===== config.mk =====
export PLATFORM = sky130hd
export DESIGN_NAME = ctrl_top
export DESIGN_NICKNAME = d
export VERILOG_FILES = /design/src/design/ctrl_pkg.sv /design/src/design/wb_event_if.sv /design/src/design/wb_event_decode.sv /design/src/design/trap_pending.sv /design/src/design/ctrl_fsm.sv /design/src/design/ctrl_top.sv
export VERILOG_INCLUDE_DIRS = /design/src /design/src/design
export SDC_FILE = /design/constraint.sdc
export NUM_CORES = 1
export LEC_CHECK = 0
export ABC_AREA = 1
export BUFFER_PORTS_ARGS = -buffer_cell sky130_fd_sc_hd__buf_2
export CAP_MARGIN = 20
export CORE_ASPECT_RATIO = 1.25
export CORE_MARGIN = 5
export CORE_UTILIZATION = 39
export DETAILED_ROUTE_END_ITERATION = 8
export GPL_TIMING_DRIVEN = 0
export PLACE_DENSITY_LB_ADDON = 0.12
export SLEW_MARGIN = 20
export SYNTH_ARGS = -nofsm -noshare
export SYNTH_HDL_FRONTEND = slang
export SYNTH_SLANG_ARGS = --single-unit

===== constraint.sdc =====
create_clock -name clk -period 1.7 [get_ports clk]
set_clock_uncertainty 0.1 [all_clocks]
set_input_delay 0.17 -clock clk [delete_from_list [all_inputs] [get_ports clk]]
set_output_delay 0.17 -clock clk [all_outputs]
set_load 0.02 [all_outputs]

===== src/design/ctrl_macros.svh =====
////////////////////////////////////////////////////////////////////////////
// Shared widths of the pipeline controller
// Exception cause codes reported for traps taken from WB
// Cause codes of the LSU bus error NMIs
////////////////////////////////////////////////////////////////////////////

`ifndef CTRL_MACROS_SVH
`define CTRL_MACROS_SVH

// Interrupt id and cause field widths
`define CTRL_IRQ_ID_W 5
`define CTRL_CAUSE_W  8

// Synchronous exception codes
// Instruction fault and bus fault share one code
`define CTRL_EXC_INSTR_FAULT     8'd1
`define CTRL_EXC_INSTR_BUS_FAULT 8'd1
`define CTRL_EXC_ILLEGAL         8'd2
`define CTRL_EXC_BREAKPOINT      8'd3
`define CTRL_EXC_LOAD_FAULT      8'd5
`define CTRL_EXC_STORE_FAULT     8'd7
`define CTRL_EXC_ECALL_M         8'd11

// NMI codes, kept clear of the interrupt id range
`define CTRL_NMI_LOAD_FAULT  8'd128
`define CTRL_NMI_STORE_FAULT 8'd129

`endif


===== src/design/ctrl_pkg.sv =====
////////////////////////////////////////////////////////////////////////////
// Controller package
// FSM state, PC mux selects, PC save select and MPU status types
////////////////////////////////////////////////////////////////////////////

`default_nettype none

package ctrl_pkg;

  // Main controller FSM states
  typedef enum logic [1:0] {
    RESET      = 2'd0,
    BOOT_SET   = 2'd1,
    FUNCTIONAL = 2'd2,
    SLEEP      = 2'd3
  } ctrl_state_e;

  // Source of the next fetch PC
  typedef enum logic [2:0] {
    PC_BOOT      = 3'd0,
    PC_JUMP      = 3'd1,
    PC_BRANCH    = 3'd2,
    PC_MRET      = 3'd3,
    PC_EXCEPTION = 3'd4
  } pc_mux_e;

  // Handler base used when pc_mux is PC_EXCEPTION
  typedef enum logic [1:0] {
    EXC_PC_EXCEPTION = 2'd0,
    EXC_PC_IRQ       = 2'd1,
    EXC_PC_NMI       = 2'd2
  } exc_pc_mux_e;

  // Stage whose PC is written to the exception PC register
  typedef enum logic [1:0] {
    SAVE_IF = 2'd0,
    SAVE_ID = 2'd1,
    SAVE_EX = 2'd2,
    SAVE_WB = 2'd3
  } save_sel_e;

  // MPU check result of the instruction in WB
  typedef enum logic [1:0] {
    MPU_OK       = 2'd0,
    MPU_RE_FAULT = 2'd1,
    MPU_WR_FAULT = 2'd2
  } mpu_status_e;

endpackage

`default_nettype wire


===== src/design/wb_event_if.sv =====
////////////////////////////////////////////////////////////////////////////
// Decoded WB-stage events
// Driven by the WB decoder, read by the FSM and the trap logic
////////////////////////////////////////////////////////////////////////////

`default_nettype none

`include "ctrl_macros.svh"

interface wb_event_if;

  // All fields are combinational and valid every cycle
  logic                     exception;
  logic [`CTRL_CAUSE_W-1:0] cause;
  logic                     wfi;
  logic                     mret;
  // Valid load/store sitting in WB
  logic                     lsu_busy;

  modport decoder (output exception, cause, wfi, mret, lsu_busy);
  modport fsm     (input  exception, cause, wfi, mret);
  modport trap    (input  lsu_busy);

endinterface

`default_nettype wire


===== src/design/wb_event_decode.sv =====
////////////////////////////////////////////////////////////////////////////
// WB-stage event decoder
// Qualifies WB flags, flags exceptions and picks the cause by priority
////////////////////////////////////////////////////////////////////////////

`default_nettype none

`include "ctrl_macros.svh"

module wb_event_decode (
  input  logic                  wb_instr_valid_i,
  input  logic                  wb_instr_fault_i,
  input  logic                  wb_instr_bus_err_i,
  input  logic                  wb_illegal_i,
  input  logic                  wb_ecall_i,
  input  logic                  wb_ebreak_i,
  input  ctrl_pkg::mpu_status_e wb_mpu_status_i,
  input  logic                  wb_wfi_i,
  input  logic                  wb_mret_i,
  input  logic                  wb_lsu_i,
  wb_event_if.decoder           ev
);
  import ctrl_pkg::*;

  // Qualified fault sources
  logic instr_fault;
  logic bus_fault;
  logic illegal;
  logic ecall;
  logic ebreak;
  logic mpu_fault;

  assign instr_fault = wb_instr_valid_i && wb_instr_fault_i;
  assign bus_fault   = wb_instr_valid_i && wb_instr_bus_err_i;
  assign illegal     = wb_instr_valid_i && wb_illegal_i;
  assign ecall       = wb_instr_valid_i && wb_ecall_i;
  assign ebreak      = wb_instr_valid_i && wb_ebreak_i;
  // Data side MPU check, any non-OK status traps
  assign mpu_fault   = wb_instr_valid_i && (wb_mpu_status_i != MPU_OK);

  assign ev.exception = instr_fault || bus_fault || illegal || ecall || ebreak || mpu_fault;

  // Cause priority, highest first
  always_comb begin
    ev.cause = '0;
    if (instr_fault) begin
      ev.cause = `CTRL_EXC_INSTR_FAULT;
    end else if (bus_fault) begin
      ev.cause = `CTRL_EXC_INSTR_BUS_FAULT;
    end else if (illegal) begin
      ev.cause = `CTRL_EXC_ILLEGAL;
    end else if (ecall) begin
      ev.cause = `CTRL_EXC_ECALL_M;
    end else if (ebreak) begin
      ev.cause = `CTRL_EXC_BREAKPOINT;
    end else if (mpu_fault && (wb_mpu_status_i == MPU_WR_FAULT)) begin
      ev.cause = `CTRL_EXC_STORE_FAULT;
    end else if (mpu_fault) begin
      // Read fault and any unknown status
      ev.cause = `CTRL_EXC_LOAD_FAULT;
    end
  end

  // Special instructions and LSU occupancy
  assign ev.wfi      = wb_instr_valid_i && wb_wfi_i;
  assign ev.mret     = wb_instr_valid_i && wb_mret_i;
  assign ev.lsu_busy = wb_instr_valid_i && wb_lsu_i;

endmodule

`default_nettype wire


===== src/design/trap_pending.sv =====
////////////////////////////////////////////////////////////////////////////
// Trap request logic
// Sticky NMI from LSU bus errors, take and hold-off for NMI and interrupts
////////////////////////////////////////////////////////////////////////////

`default_nettype none

module trap_pending (
  input  logic        clk,
  input  logic        rst_n,
  wb_event_if.trap    ev,
  input  logic        lsu_err_wb_i,
  input  logic        wb_rf_we_i,
  input  logic        irq_req_i,
  input  logic        nmi_taken_i,
  output logic        take_nmi_o,
  output logic        take_irq_o,
  output logic        hold_id_o,
  output logic        nmi_is_store_o,
  output logic        pending_nmi_o
);

  logic nmi_pending_q;
  logic nmi_is_store_q;
  logic nmi_set;
  logic trap_allowed;

  // First error wins, later ones do not overwrite it
  assign nmi_set = lsu_err_wb_i && !nmi_pending_q;

  always_ff @(posedge clk, negedge rst_n) begin
    if (!rst_n) begin
      nmi_pending_q <= 1'b0;
    end else if (nmi_set) begin
      nmi_pending_q <= 1'b1;
    end else if (nmi_taken_i) begin
      // Cleared at the edge ending the taking cycle
      nmi_pending_q <= 1'b0;
    end
  end

  // Store when the faulting access writes no register
  always_ff @(posedge clk) begin
    if (nmi_set) begin
      nmi_is_store_q <= !wb_rf_we_i;
    end
  end

  // A load/store in WB must complete, so no trap may kill it
  assign trap_allowed = !ev.lsu_busy;

  assign take_nmi_o = nmi_pending_q && trap_allowed;
  assign take_irq_o = irq_req_i && trap_allowed;

  // Stall ID to drain WB into an interruptible bubble
  assign hold_id_o = (nmi_pending_q || irq_req_i) && !trap_allowed;

  assign nmi_is_store_o = nmi_is_store_q;
  assign pending_nmi_o  = nmi_pending_q;

endmodule

`default_nettype wire


===== src/design/ctrl_fsm.sv =====
////////////////////////////////////////////////////////////////////////////
// Main pipeline controller FSM
// Boot, trap entry, WB exceptions, WFI sleep, branch and jump redirect
// Branch-taken flag and selection of the PC to save
////////////////////////////////////////////////////////////////////////////

`default_nettype none

`include "ctrl_macros.svh"

module ctrl_fsm (
  input  logic                          clk,
  input  logic                          rst_n,
  input  logic                          fetch_enable_i,
  wb_event_if.fsm                       ev,
  // Trap requests
  input  logic                          take_nmi_i,
  input  logic                          take_irq_i,
  input  logic                          hold_id_i,
  input  logic                          nmi_is_store_i,
  input  logic [`CTRL_IRQ_ID_W-1:0]     irq_id_i,
  input  logic                          irq_wu_i,
  input  logic                          mtvec_vectored_i,
  // Pipeline state
  input  logic                          id_instr_valid_i,
  input  logic                          id_jump_i,
  input  logic                          id_mret_i,
  input  logic                          id_stall_i,
  input  logic                          ex_instr_valid_i,
  input  logic                          ex_branch_taken_i,
  input  logic                          wb_instr_valid_i,
  input  logic                          if_valid_i,
  input  logic                          id_ready_i,
  // Fetch control
  output logic                          instr_req_o,
  output logic                          ctrl_busy_o,
  output logic                          pc_set_o,
  output ctrl_pkg::pc_mux_e             pc_mux_o,
  output ctrl_pkg::exc_pc_mux_e         exc_pc_mux_o,
  output logic [`CTRL_IRQ_ID_W-1:0]     exc_vec_o,
  // Stage control
  output logic                          kill_if_o,
  output logic                          kill_id_o,
  output logic                          kill_ex_o,
  output logic                          kill_wb_o,
  output logic                          halt_if_o,
  output logic                          halt_id_o,
  output logic                          halt_wb_o,
  // Interrupt acknowledge
  output logic                          irq_ack_o,
  output logic [`CTRL_IRQ_ID_W-1:0]     irq_id_o,
  // CSR updates
  output logic                          csr_save_cause_o,
  output logic                          csr_cause_irq_o,
  output logic [`CTRL_CAUSE_W-1:0]      csr_cause_code_o,
  output ctrl_pkg::save_sel_e           csr_save_sel_o,
  output logic                          csr_restore_mret_o,
  output logic                          nmi_taken_o
);
  import ctrl_pkg::*;

  ctrl_state_e state_q;
  ctrl_state_e state_d;

  // Set once a redirect is taken, blocks a second one while held
  logic branch_taken_q;
  logic branch_taken_d;

  logic      branch_taken_ex;
  logic      jump_taken_id;
  save_sel_e oldest_sel;

  // Branch resolved in EX
  assign branch_taken_ex = ex_instr_valid_i && ex_branch_taken_i && !branch_taken_q;

  // Jump or mret in ID, only once its operands are ready
  assign jump_taken_id = id_instr_valid_i && (id_jump_i || id_mret_i) && !id_stall_i &&
                         !branch_taken_q;

  // Oldest valid stage, IF PC is always usable
  always_comb begin
    if (wb_instr_valid_i) begin
      oldest_sel = SAVE_WB;
    end else if (ex_instr_valid_i) begin
      oldest_sel = SAVE_EX;
    end else if (id_instr_valid_i) begin
      oldest_sel = SAVE_ID;
    end else begin
      oldest_sel = SAVE_IF;
    end
  end

  ////////////////////////////////////////////////////////////////////////////
  // Next state and outputs
  ////////////////////////////////////////////////////////////////////////////

  always_comb begin
    state_d          = state_q;
    branch_taken_d   = branch_taken_q;
    instr_req_o      = 1'b1;
    ctrl_busy_o      = 1'b1;
    pc_set_o         = 1'b0;
    pc_mux_o         = PC_BOOT;
    exc_pc_mux_o     = EXC_PC_EXCEPTION;
    exc_vec_o        = '0;
    kill_if_o        = 1'b0;
    kill_id_o        = 1'b0;
    kill_ex_o        = 1'b0;
    kill_wb_o        = 1'b0;
    halt_if_o        = 1'b0;
    // Regular ID stalls plus trap hold-off
    halt_id_o        = id_stall_i || hold_id_i;
    halt_wb_o        = 1'b0;
    irq_ack_o        = 1'b0;
    irq_id_o         = '0;
    csr_save_cause_o = 1'b0;
    csr_cause_irq_o  = 1'b0;
    csr_cause_code_o = '0;
    csr_save_sel_o   = SAVE_IF;
    nmi_taken_o      = 1'b0;

    unique case (state_q)
      RESET: begin
        instr_req_o = 1'b0;
        if (fetch_enable_i) begin
          state_d = BOOT_SET;
        end
      end
      // Registered step keeps fetch_enable_i off the PC path
      BOOT_SET: begin
        pc_set_o = 1'b1;
        pc_mux_o = PC_BOOT;
        state_d  = FUNCTIONAL;
      end
      FUNCTIONAL: begin
        if (take_nmi_i || take_irq_i) begin
          // Flush everything, trap to handler
          kill_if_o        = 1'b1;
          kill_id_o        = 1'b1;
          kill_ex_o        = 1'b1;
          kill_wb_o        = 1'b1;
          pc_set_o         = 1'b1;
          pc_mux_o         = PC_EXCEPTION;
          csr_save_cause_o = 1'b1;
          csr_cause_irq_o  = 1'b1;
          csr_save_sel_o   = oldest_sel;
          if (take_nmi_i) begin
            // NMI beats a simultaneous interrupt
            exc_pc_mux_o     = EXC_PC_NMI;
            csr_cause_code_o = nmi_is_store_i ? `CTRL_NMI_STORE_FAULT : `CTRL_NMI_LOAD_FAULT;
            nmi_taken_o      = 1'b1;
          end else begin
            exc_pc_mux_o     = EXC_PC_IRQ;
            csr_cause_code_o = {{(`CTRL_CAUSE_W - `CTRL_IRQ_ID_W){1'b0}}, irq_id_i};
            irq_ack_o        = 1'b1;
            irq_id_o         = irq_id_i;
            if (mtvec_vectored_i) begin
              exc_vec_o = irq_id_i;
            end
          end
        end else if (ev.exception) begin
          // WB writes are suppressed already, WB itself stays
          kill_if_o        = 1'b1;
          kill_id_o        = 1'b1;
          kill_ex_o        = 1'b1;
          pc_set_o         = 1'b1;
          pc_mux_o         = PC_EXCEPTION;
          exc_pc_mux_o     = EXC_PC_EXCEPTION;
          csr_save_cause_o = 1'b1;
          csr_cause_code_o = ev.cause;
          csr_save_sel_o   = SAVE_WB;
        end else if (ev.wfi) begin
          // EX may still drain into WB before sleeping
          halt_if_o   = 1'b1;
          halt_id_o   = 1'b1;
          instr_req_o = 1'b0;
          state_d     = SLEEP;
        end else if (branch_taken_ex) begin
          kill_if_o      = 1'b1;
          kill_id_o      = 1'b1;
          pc_set_o       = 1'b1;
          pc_mux_o       = PC_BRANCH;
          branch_taken_d = 1'b1;
        end else if (jump_taken_id) begin
          kill_if_o      = 1'b1;
          pc_set_o       = 1'b1;
          pc_mux_o       = id_mret_i ? PC_MRET : PC_JUMP;
          branch_taken_d = 1'b1;
        end
      end
      SLEEP: begin
        ctrl_busy_o = 1'b0;
        instr_req_o = 1'b0;
        // Halting WB stalls the whole pipe
        halt_wb_o   = 1'b1;
        if (irq_wu_i) begin
          ctrl_busy_o = 1'b1;
          state_d     = FUNCTIONAL;
        end
      end
      default: begin
        instr_req_o = 1'b0;
        state_d     = RESET;
      end
    endcase

    // New instruction leaves IF, redirect may be taken again
    if (branch_taken_q && if_valid_i && id_ready_i) begin
      branch_taken_d = 1'b0;
    end
  end

  // mret in WB restores status unless a trap kills it
  assign csr_restore_mret_o = (state_q == FUNCTIONAL) && ev.mret && !kill_wb_o;

  ////////////////////////////////////////////////////////////////////////////
  // State registers
  ////////////////////////////////////////////////////////////////////////////

  always_ff @(posedge clk, negedge rst_n) begin
    if (!rst_n) begin
      state_q        <= RESET;
      branch_taken_q <= 1'b0;
    end else begin
      state_q        <= state_d;
      branch_taken_q <= branch_taken_d;
    end
  end

endmodule

`default_nettype wire


===== src/design/ctrl_top.sv =====
////////////////////////////////////////////////////////////////////////////
// Pipeline controller top level
// WB decoder, trap request logic and main FSM on plain ports
////////////////////////////////////////////////////////////////////////////

`default_nettype none

`include "ctrl_macros.svh"

module ctrl_top (
  input  logic                      clk,
  input  logic                      rst_n,
  input  logic                      fetch_enable_i,
  // ID stage
  input  logic                      id_instr_valid_i,
  input  logic                      id_jump_i,
  input  logic                      id_mret_i,
  input  logic                      id_stall_i,
  // EX stage
  input  logic                      ex_instr_valid_i,
  input  logic                      ex_branch_taken_i,
  // WB stage
  input  logic                      wb_instr_valid_i,
  input  logic                      wb_instr_fault_i,
  input  logic                      wb_instr_bus_err_i,
  input  logic                      wb_illegal_i,
  input  logic                      wb_ecall_i,
  input  logic                      wb_ebreak_i,
  input  logic                      wb_wfi_i,
  input  logic                      wb_mret_i,
  input  logic                      wb_lsu_i,
  input  logic                      wb_rf_we_i,
  input  ctrl_pkg::mpu_status_e     wb_mpu_status_i,
  input  logic                      lsu_err_wb_i,
  // Interrupts
  input  logic                      irq_req_i,
  input  logic [`CTRL_IRQ_ID_W-1:0] irq_id_i,
  input  logic                      irq_wu_i,
  input  logic                      mtvec_vectored_i,
  // Pipeline flow
  input  logic                      if_valid_i,
  input  logic                      id_ready_i,
  // Fetch and PC
  output logic                      instr_req_o,
  output logic                      ctrl_busy_o,
  output logic                      pc_set_o,
  output ctrl_pkg::pc_mux_e         pc_mux_o,
  output ctrl_pkg::exc_pc_mux_e     exc_pc_mux_o,
  output logic [`CTRL_IRQ_ID_W-1:0] exc_vec_o,
  // Kills and halts
  output logic                      kill_if_o,
  output logic                      kill_id_o,
  output logic                      kill_ex_o,
  output logic                      kill_wb_o,
  output logic                      halt_if_o,
  output logic                      halt_id_o,
  output logic                      halt_wb_o,
  // Interrupt acknowledge
  output logic                      irq_ack_o,
  output logic [`CTRL_IRQ_ID_W-1:0] irq_id_o,
  // CSR control
  output logic                      csr_save_cause_o,
  output logic                      csr_cause_irq_o,
  output logic [`CTRL_CAUSE_W-1:0]  csr_cause_code_o,
  output ctrl_pkg::save_sel_e       csr_save_sel_o,
  output logic                      csr_restore_mret_o,
  output logic                      pending_nmi_o
);

  // Trap handshake between request logic and FSM
  logic take_nmi;
  logic take_irq;
  logic hold_id;
  logic nmi_is_store;
  logic nmi_taken;

  wb_event_if ev_if ();

  wb_event_decode u_wb_event_decode (
    .wb_instr_valid_i   (wb_instr_valid_i),
    .wb_instr_fault_i   (wb_instr_fault_i),
    .wb_instr_bus_err_i (wb_instr_bus_err_i),
    .wb_illegal_i       (wb_illegal_i),
    .wb_ecall_i         (wb_ecall_i),
    .wb_ebreak_i        (wb_ebreak_i),
    .wb_mpu_status_i    (wb_mpu_status_i),
    .wb_wfi_i           (wb_wfi_i),
    .wb_mret_i          (wb_mret_i),
    .wb_lsu_i           (wb_lsu_i),
    .ev                 (ev_if.decoder)
  );

  trap_pending u_trap_pending (
    .clk            (clk),
    .rst_n          (rst_n),
    .ev             (ev_if.trap),
    .lsu_err_wb_i   (lsu_err_wb_i),
    .wb_rf_we_i     (wb_rf_we_i),
    .irq_req_i      (irq_req_i),
    .nmi_taken_i    (nmi_taken),
    .take_nmi_o     (take_nmi),
    .take_irq_o     (take_irq),
    .hold_id_o      (hold_id),
    .nmi_is_store_o (nmi_is_store),
    .pending_nmi_o  (pending_nmi_o)
  );

  ctrl_fsm u_ctrl_fsm (
    .clk                (clk),
    .rst_n              (rst_n),
    .fetch_enable_i     (fetch_enable_i),
    .ev                 (ev_if.fsm),
    .take_nmi_i         (take_nmi),
    .take_irq_i         (take_irq),
    .hold_id_i          (hold_id),
    .nmi_is_store_i     (nmi_is_store),
    .irq_id_i           (irq_id_i),
    .irq_wu_i           (irq_wu_i),
    .mtvec_vectored_i   (mtvec_vectored_i),
    .id_instr_valid_i   (id_instr_valid_i),
    .id_jump_i          (id_jump_i),
    .id_mret_i          (id_mret_i),
    .id_stall_i         (id_stall_i),
    .ex_instr_valid_i   (ex_instr_valid_i),
    .ex_branch_taken_i  (ex_branch_taken_i),
    .wb_instr_valid_i   (wb_instr_valid_i),
    .if_valid_i         (if_valid_i),
    .id_ready_i         (id_ready_i),
    .instr_req_o        (instr_req_o),
    .ctrl_busy_o        (ctrl_busy_o),
    .pc_set_o           (pc_set_o),
    .pc_mux_o           (pc_mux_o),
    .exc_pc_mux_o       (exc_pc_mux_o),
    .exc_vec_o          (exc_vec_o),
    .kill_if_o          (kill_if_o),
    .kill_id_o          (kill_id_o),
    .kill_ex_o          (kill_ex_o),
    .kill_wb_o          (kill_wb_o),
    .halt_if_o          (halt_if_o),
    .halt_id_o          (halt_id_o),
    .halt_wb_o          (halt_wb_o),
    .irq_ack_o          (irq_ack_o),
    .irq_id_o           (irq_id_o),
    .csr_save_cause_o   (csr_save_cause_o),
    .csr_cause_irq_o    (csr_cause_irq_o),
    .csr_cause_code_o   (csr_cause_code_o),
    .csr_save_sel_o     (csr_save_sel_o),
    .csr_restore_mret_o (csr_restore_mret_o),
    .nmi_taken_o        (nmi_taken)
  );

endmodule

`default_nettype wire


After elaboration in Yosys (flattened, before gate mapping)
Cells that the tools add are included.
Storage, ports and cells
  register bits: 5
  output and inout port bits: 40
  word-level logic and storage cells: 150
Operators by class
  eq/ne operators: 12
  muxes and demuxes: 88
  reductions and logical operators: 46
Operators by type and width (number)
  $mux 8: 10
  $mux 1: 47
  $mux 5: 7
  $mux 2: 14
  $logic_and 1x1->1: 23
  $mux 3: 7
  $ne 2x2->1 const B: 6
  $reduce_and 5->1: 2
  $logic_or 1x1->1: 9
  $pmux 2 s4: 1
  $eq 2x2->1 const B: 3
  $logic_not 1->1: 6
  $reduce_bool 2->1: 3
  $ne 2x1->1 const B: 2
  $pmux 1 s2: 2
  $reduce_bool 3->1: 1
  $eq 2x1->1 const B: 1
  $logic_not 2->1: 1
  $reduce_or 2->1: 1

Logic depth before layout (Yosys ltp)
Gate-level depths: netlist (run 1).
  word-level depth: 12
  depth in mapped cells: 9
  gate-level depth less buffers: 8

By module
A second synthesis (run 1) with hierarchy kept.
Unflattened totals
  cell total of the unflattened synthesis: 173
  area total of the unflattened synthesis: 1002.2 sq um
By module, submodules not included
  ctrl_fsm: instances 1, cells an instance 127, area each 698.2 sq um, sequential area each 75.1 sq um
  wb_event_decode: instances 1, cells an instance 31, area each 200.2 sq um, sequential area each 0.0 sq um
  trap_pending: instances 1, cells an instance 15, area each 103.8 sq um, sequential area each 55.1 sq um

Worst setup path before layout (run 1)
Ideal clock, no wire load.
  path type: register to output
  start point: register u_ctrl_fsm.state_q[0]
  end point: output port exc_vec_o[1]
  arrival time: 1.595 ns
  data required time: 1.430 ns
  setup slack: -0.165 ns
  stages on the path, launching flop included: 8
  path buffers: 1
  cells stage by stage: dfrtp_1 > inv_1 > ha_1 > clkbuf_8 > nand4_1 > inv_1 > nand2_1 > nor2_1
On the way
  cells in the longest elaborated chain, start to end: 2
Ends and longest elaborated chain
  from (decl): line ctrl_fsm.sv:62  | ctrl_state_e state_q;
  from (signal assigned): line ctrl_fsm.sv:225  | state_q <= state_d;
  $eq 2x2->1: line ctrl_fsm.sv:122  | unique case (state_q)
  $mux 5: line ctrl_fsm.sv:122
  to (decl): line ctrl_top.sv:49  | output logic [`CTRL_IRQ_ID_W-1:0] exc_vec_o,
Every way passes these cells.

Worst setup path after layout (run 1)
  start point: register u_ctrl_fsm.state_q[0]
  end point: output port irq_id_o[0]
On the way
  cells in the longest elaborated chain, start to end: 2
Ends and longest elaborated chain
  $eq 2x2->1: line ctrl_fsm.sv:122
  $mux 5: line ctrl_fsm.sv:122
  to (decl): line ctrl_top.sv:60  | output logic [`CTRL_IRQ_ID_W-1:0] irq_id_o,
Every way passes these cells.

==> results of run 1 <==
worst max-delay path: stages (launching register included):
cell	delay (ps)
dfrtp_1	380
inv_2	90
ha_4	150
buf_4	120
clkinvlp_4	150
nor2_4	210
inv_2	80
nor2_2	140
buf_6	140
power by group:
group	total (mW)	internal (mW)	switching, mW
logic	2.83	1.34	1.49
registers	0.198	0.165	0.0329
clock network	0.156	0.0898	0.0661
total	3.18	1.59	1.59
per-stage QoR:
stage	setup slack, ps	total power [mW]	util	instance area [um^2]	setup TNS (ps)
3_5_place_dp	-151.5	1.586	0.5978	1308	-1435
5_1_grt	-363.9	3.317	0.9497	2077	-9365
3_3_place_gp	-123.5	1.568	0.5978	1308	-974.7
2_1_floorplan	-103.2	1.207	-	923.4	-239.7
4_1_cts	-191.6	2.358	0.7986	1747	-3137
6_report	-310.6	3.185	0.9497	2077	-7185
flip-flops by register name, indices dropped and copies added (netlist names):
| register | flops |
|---|---|
| u_ctrl_fsm.branch_taken_q | 1 |
| u_ctrl_fsm.state_q | 2 |
| u_trap_pending.nmi_is_store_o | 1 |
| u_trap_pending.pending_nmi_o | 1 |
cells by family (layout without fill, tap and decap cells):
kind of cell,count (synthesis),in the layout,synth area share
other cells,1,2,0.004263
flops,5,5,0.1479
fa+ha+maj,5,5,0.07112
compound gates,18,18,0.1266
simple gates,70,70,0.4381
buf+inv,37,140,0.2119
timing repair:
action	CTS	global route
hold endpoints to repair	4	0
hold buffers	1	0
endpoints found under the setup margin	35	37
buffers inserted	16	13
gates resized for setup	84	55
pin swaps	15	19
routing by layer:
metal / global-route usage / wire length, um / part of all wire / vias up
li1: - / - / - / 627
met1: 0.2192 / 1783 / 0.31 / 709
met2: 0.3898 / 3144 / 0.55 / 112
met3: 0.01415 / 421 / 0.074 / 39
met4: 0.07668 / 361 / 0.063 / 0
met5: 0 / 0 / 0 / -
worst min-delay path by stage:
| stage | from | cells past startpoint | to | slack, ps |
|---|---|---|---|---|
| 3_5_place_dp | rst_n | 1 | u_ctrl_fsm.branch_taken_q | -120 |
| 2_1_floorplan | rst_n | 0 | u_ctrl_fsm.branch_taken_q | -230 |
| 5_1_grt | wb_rf_we_i | 2 | u_trap_pending.nmi_is_store_o | 70 |
| 3_3_place_gp | rst_n | 1 | u_ctrl_fsm.branch_taken_q | -120 |
| 6_report | wb_rf_we_i | 2 | u_trap_pending.nmi_is_store_o | 50 |
| 4_1_cts | wb_rf_we_i | 2 | u_trap_pending.nmi_is_store_o | 60 |
layout make-up:
class	instances	area [um^2]	area share
Buffer	10	97.59	0.04699
Tap cell	31	38.79	0.01867
Multi-Input combinational cell	95	845.8	0.4072
Sequential cell	5	130.1	0.06265
Clock buffer	4	26.28	0.01265
Inverter	27	120.1	0.05783
Timing Repair Buffer	99	818.3	0.3940
cells in the final DEF (no fill, tap or decap), drive strengths merged:
cell type | netlist | final
nor2 | 25 | 25
nor3 | 3 | 3
a21oi | 3 | 3
o22ai | 2 | 2
dfrtp | 4 | 4
nand2 | 30 | 30
nand3b | 1 | 1
o21ai | 9 | 9
o211ai | 1 | 1
ha | 5 | 5
nand3 | 7 | 7
a31oi | 2 | 2
or2 | 1 | 1
dlygate4sd3 | 0 | 1
edfxtp | 1 | 1
conb | 1 | 2
buf | 9 | 108
inv | 27 | 26
nand4 | 3 | 3
clkbuf | 1 | 4
clkinvlp | 0 | 1
o31ai | 1 | 1
==> impl_results.md, run 1 <==
- CP endpoint: irq_id_o[0]
- Routability congestion estimate from global placement: 0.7482
- Initial DRC Count: 75
- Period Utilization, post-route: 1.183
- TritonCTS clock tree: built
- Die Width: 52.48 um
- Reg-to-Reg End: u_ctrl_fsm.state_q[0]
- Max-slew headroom: 0.5914
- Distinct cells, synth: 31
- ANT cells: 0
- Clock buffer depth: 2
- Reg-to-reg startpoint: u_ctrl_fsm.state_q[0]
- Critical path class: flip-flop to output port
- # DRC: 0
- Worst EP required: 1430 ps
- Area leader, netlist: dfrtp_1
- CTS buffer count: 3
- Final hold vios: 0
- Die Y: around 63 um
- Synth Instances: 136
- Global-route wire length before repair: 5.326 mm
- Violated checks: negative setup slack
- CTS clock-pin slew for the worst setup and hold paths: about 50 ps
- Port bufs: 69
- Area of the core: approximately 2200 um^2
- Grt ovf: 0
- EDFF count, synth: 1
- Clock latency on the worst-skew pair: 260 ps
- Avg Synthesized Cell Area: 6.468 um^2
- Final-layout fill cell count: 66
- CP Capture Type: output port
- Total of max-cap violations: 0
- Worst Path Arrival: 1740 ps
- Async set-reset flop share out of synthesis: 0.8000
- Post-synthesis sequential area ratio: 0.1479
- Routed WL per cell: 21.07 um
- Status: finished, violations left
- Row cnt: 19
- Min Hold Slack: 48.30 ps
- Crit path from: u_ctrl_fsm.state_q[0]
- Worst Path Max Fanout: 4
- Commonest cells in the netlist: 26 x inv_1, 21 x nand2_1, 21 x nor2_1, 8 x buf_4, 6 x o21ai_0
- HP Class: input pin to flip-flop
- Initial Utilization: 0.4022
- Top FF cell, synth: dfrtp_1
- Post-route ant nets: 0
- Final slew viol count: 0
- Post-Route WL: roughly 5.7 mm
- Inst Count DP: between 200 and 250
- Setup violation total in the final timing report: 38
- DP HPWL: ~2.2 mm
- Most numerous cell in the Yosys netlist: inv_1
- Max rail drop VDD: roughly 1400 uV
- Pwr Density: between 1500 and 2000 nW/um^2
- Worst-Margin Slew: approximately 600 ps
- Vias post-DR: 1487
- Vias in the first global route: 1263
- DIE AREA: 3311 um^2
- Syn Std Cell Area: roughly 880 um^2
- Post-route insts no fill: 271
- R2R setup slack: -160 ps
- I/O pin count: slightly above 70
- Clk sinks: 5
- Leakage: 1.089 nW
- Area grow syn2layout: 136.1%
- Min cycle time layout: 2011 ps
- Total track usage: 0.2034
- Share of layout cells above drive strength 1: 0.7250
- Clk root buf: clkbuf_4
- PnR worst setup slack: -310.6 ps
- Fmax: 497.4 MHz
- Drt via density: between 5 and 6
- Post-synth top area share: 0.1138
- CTS H-tree lvls: 1
- R2R depth: 11
- RSZ-0062 raised after global routing: true
- CP Launch Type: flip-flop
- Final #Nets: 278
- Yosys reg bits: 5
- Initial antenna violation count: 0
- Pre-Repair DR Iteration Count: 4
- Synth area leaders: dfrtp_1 11%, inv_1 11%, nand2_1 9.0%
- Largest net degree at the start of global routing: 11
- YS warnings: 0
(Power assumes the default switching activity.)
==> run 2, diff against run 1 <==
--- a/config.mk
+++ b/config.mk
@@ -7,12 +7,11 @@
 export NUM_CORES = 1
 export LEC_CHECK = 0
 export ABC_AREA = 1
-export BUFFER_PORTS_ARGS = -buffer_cell sky130_fd_sc_hd__buf_2
 export CAP_MARGIN = 20
-export CORE_ASPECT_RATIO = 1.25
 export CORE_MARGIN = 5
-export CORE_UTILIZATION = 39
+export CORE_UTILIZATION = 55
 export DETAILED_ROUTE_END_ITERATION = 8
+export DONT_BUFFER_PORTS = 1
 export GPL_TIMING_DRIVEN = 0
 export PLACE_DENSITY_LB_ADDON = 0.12
 export SLEW_MARGIN = 20
==> run 2 against run 1 <==
The flow still finishes with violations (negative setup slack). Setup slack lost 43 ps. Hold slack improved by 23 ps. First-iteration DRC count down 25%. Sequential share of layout area up 2.8 points. Clock power is 8% lower. Power is 27% lower. Flip-flop and latch count unchanged.
==> impl_results.md, run 2 (synthesis results as in run 1) <==
- Status: finished, violations left
- Violated checks: negative setup slack
- Leakage: 0.6456 nW (-41%)
- ANT cells: 0 (unchanged)
- Finished Cell Area: 1463 um^2 (-30%)
- Initial antenna violation count: 0 (unchanged)
- Area of the core: 1506 um^2 (-31%)
- R2R setup slack: -60 ps (+100 ps)
- Grt ovf: 0 (unchanged)
- CP Capture Type: output port
- Combinational share of power: 0.832 (-0.057)
- Period Utilization, post-route: 1.208 (+0.02501)
- Fmax: 487.1 MHz (-2.1%)
- Share of layout cells above drive strength 1: 0.5741 (-0.1509)
- Max rail drop VDD: 1460 uV (+1.4%)
- Post-Route WL: 4.605 mm (-19%)
- CTS H-tree lvls: 1 (unchanged)
- Vias post-DR: 1190 (-20%)
- Clk root buf: clkbuf_4
- CTS buffer count: 3 (unchanged)
- DIE AREA: 2499 um^2 (-25%)
- Total track usage: 0.2592 (+0.05580)
- Hold Path Depth: 3 (+1)
- Clk pwr share: 0.062 (+0.013)
- Worst-Margin Slew: 520.4 ps (-90.29 ps)
- Setup TNS: -7257 ps (-71.25 ps)
- Sw frac: 0.5781 (+0.07773)
- Pwr Density: 1588 nW/um^2 (+3.5%)
- Worst Path Max Fanout: 7 (+3)
- Post-route ant nets: 0 (unchanged)
- DP HPWL: 1.894 mm (-14%)
- Min cycle time layout: 2053 ps (+42.51 ps)
- Max-slew headroom: 0.6518 (+0.06042)
- Die Y: 49.99 um (-21%)
- Clock latency on the worst-skew pair: 250 ps (about the same)
- Utilization after layout: 0.9709 (+0.02127)
- Cell Int Power: 0.9798 mW (-38%)
- Final #Nets: 200 (-28%)
- Die Width: 49.99 um (-4.7%)
- Final slew viol count: 0 (unchanged)
- Vias in the first global route: 1053 (-17%)
- Net Sw Power: 1.343 mW (-16%)
- Reg-to-reg startpoint: u_ctrl_fsm.state_q[0]
- Inst Count DP: 153 (-35%)
- Total of max-cap violations: 0 (unchanged)
- Global-route wire length before repair: 5.023 mm (-5.7%)
- Drt via density: 6.685 (+22%)
- RSZ-0062 raised after global routing: true
- Clk sinks: 5 (unchanged)
- R2R depth: 10 (-1)
- Worst Min Path Start: if_valid_i
- Post-route insts no fill: 178 (-34%)
- Port bufs: 0 (-100%)
- Worst EP required: 1430 ps (about the same)
- Final hold vios: 0 (unchanged)
- CP Launch Type: flip-flop
- Most frequent cells in the layout: 15 x inv_1, 14 x buf_4, 12 x nand2_1
- Initial Utilization: 0.5839 (+0.1817)
- Power Total: 2.322 mW (-27%)
- # DRC: 0 (unchanged)
- Setup violation total in the final timing report: 35 (-7.9%)
- Routed WL per cell: 25.87 um (+23%)
- Largest net degree at the start of global routing: 11 (unchanged)
- Routability congestion estimate from global placement: 0.7679 (+2.6%)
- Critical path class: flip-flop to output port
- Reg-to-Reg End: u_ctrl_fsm.state_q[0]
- PnR worst setup slack: -353.1 ps (-42.52 ps)
- Placed inst area: 943.4 um^2 (-28%)
- Most flops, register: u_ctrl_fsm.state_q
- Max FFs per register: 2 (unchanged)
- Reg power frac: 0.106 (+0.044)
- HP Class: input pin to flip-flop
- Most common cell after layout, fill and taps aside: inv_1
- Hold EP: u_ctrl_fsm.branch_taken_q
- CTS clock-pin slew for the worst setup and hold paths: 50 ps (about the same)
- I/O pin count: 72 (unchanged)
- Worst Path Arrival: 1780 ps (+40 ps)
- Initial DRC Count: 56 (-25%)
- TritonCTS clock tree: built
- Row cnt: 14 (-5)
- Area grow syn2layout: 66.29%
- Pre-Repair DR Iteration Count: 5 (+1)
- Clock buffer depth: 2 (unchanged)
[run 2: cell types whose count changed in the layout (fill, tap and decap cells not counted), sizes merged]
cell         previous run  this run
buf                   108        28
clkinvlp                1         2
inv                    26        25
dlygate4sd3             1         3
[run 2: metal layers]
| layer | GRT usage | share of wire | vias up |
|---|---|---|---|
| met5 | 0 | 0 | - |
| met4 | 0.1266 | 0.11 | 0 |
| met3 | 0.04217 | 0.086 | 54 |
| met2 | 0.5084 | 0.54 | 127 |
| met1 | 0.2486 | 0.27 | 539 |
| li1 | - | - | 470 |
[run 2: critical path, cell delays in order, from the launching register on]
cell        delay, ps
dfrtp_2           490
or2_4             320
nand2_8            90
nand3_4           110
nand2_4           140
clkinvlp_4        200
buf_6             180
[run 2: repair_timing]
| action | 4_1_cts | 5_1_grt |
|---|---|---|
| setup endpoints to repair | 34 | 35 |
| resized for setup | 68 | 16 |
| hold buffers | 3 | 0 |
| hold endpoints to repair | 6 | 0 |
| pin swaps | 14 | 15 |
| cloned | 0 | 0 |
| setup buffers | 12 | 6 |
[run 2: cell type report]
class	count	area, um^2
fill	29	43.79
clock buffer	4	26.28
timing repair buffer	21	196.4
multi-input combinational	95	835.8
buffer	10	112.6
tap	16	20.02
inverter	27	138.9
sequential	5	132.6
[run 2: power by group through the flow]
stage | combinational, mW | clock [mW] | sequential, mW
CTS | 1.55 | 0.138 | 0.225
global route | 2.01 | 0.154 | 0.250
global placement | 1.11 | 0 | 0.221
floorplan | 0.993 | 0 | 0.214
detailed placement | 1.13 | 0 | 0.225
finish | 1.93 | 0.143 | 0.246
[run 2: metrics by stage]
stage	worst slack (ps)	hold WS, ps
floorplan	-103.2	-225.6
global placement	-221.5	-225.5
detailed placement	-265.4	-225.5
CTS	-258.0	12.56
global route	-389.5	76.15
finish	-353.1	71.59
[run 2: worst max path at each step]
stage	startpoint	end	slack [ps]	depth (start not counted)
detailed placement	u_ctrl_fsm.state_q[0]	irq_id_o[4]	-270	6
floorplan	u_ctrl_fsm.state_q[0]	irq_id_o[4]	-100	6
global route	u_trap_pending.pending_nmi_o	pc_mux_o[2]	-390	6
global placement	u_ctrl_fsm.state_q[0]	irq_id_o[4]	-220	6
finish	u_trap_pending.pending_nmi_o	kill_ex_o	-350	6
CTS	u_trap_pending.pending_nmi_o	kill_ex_o	-260	6
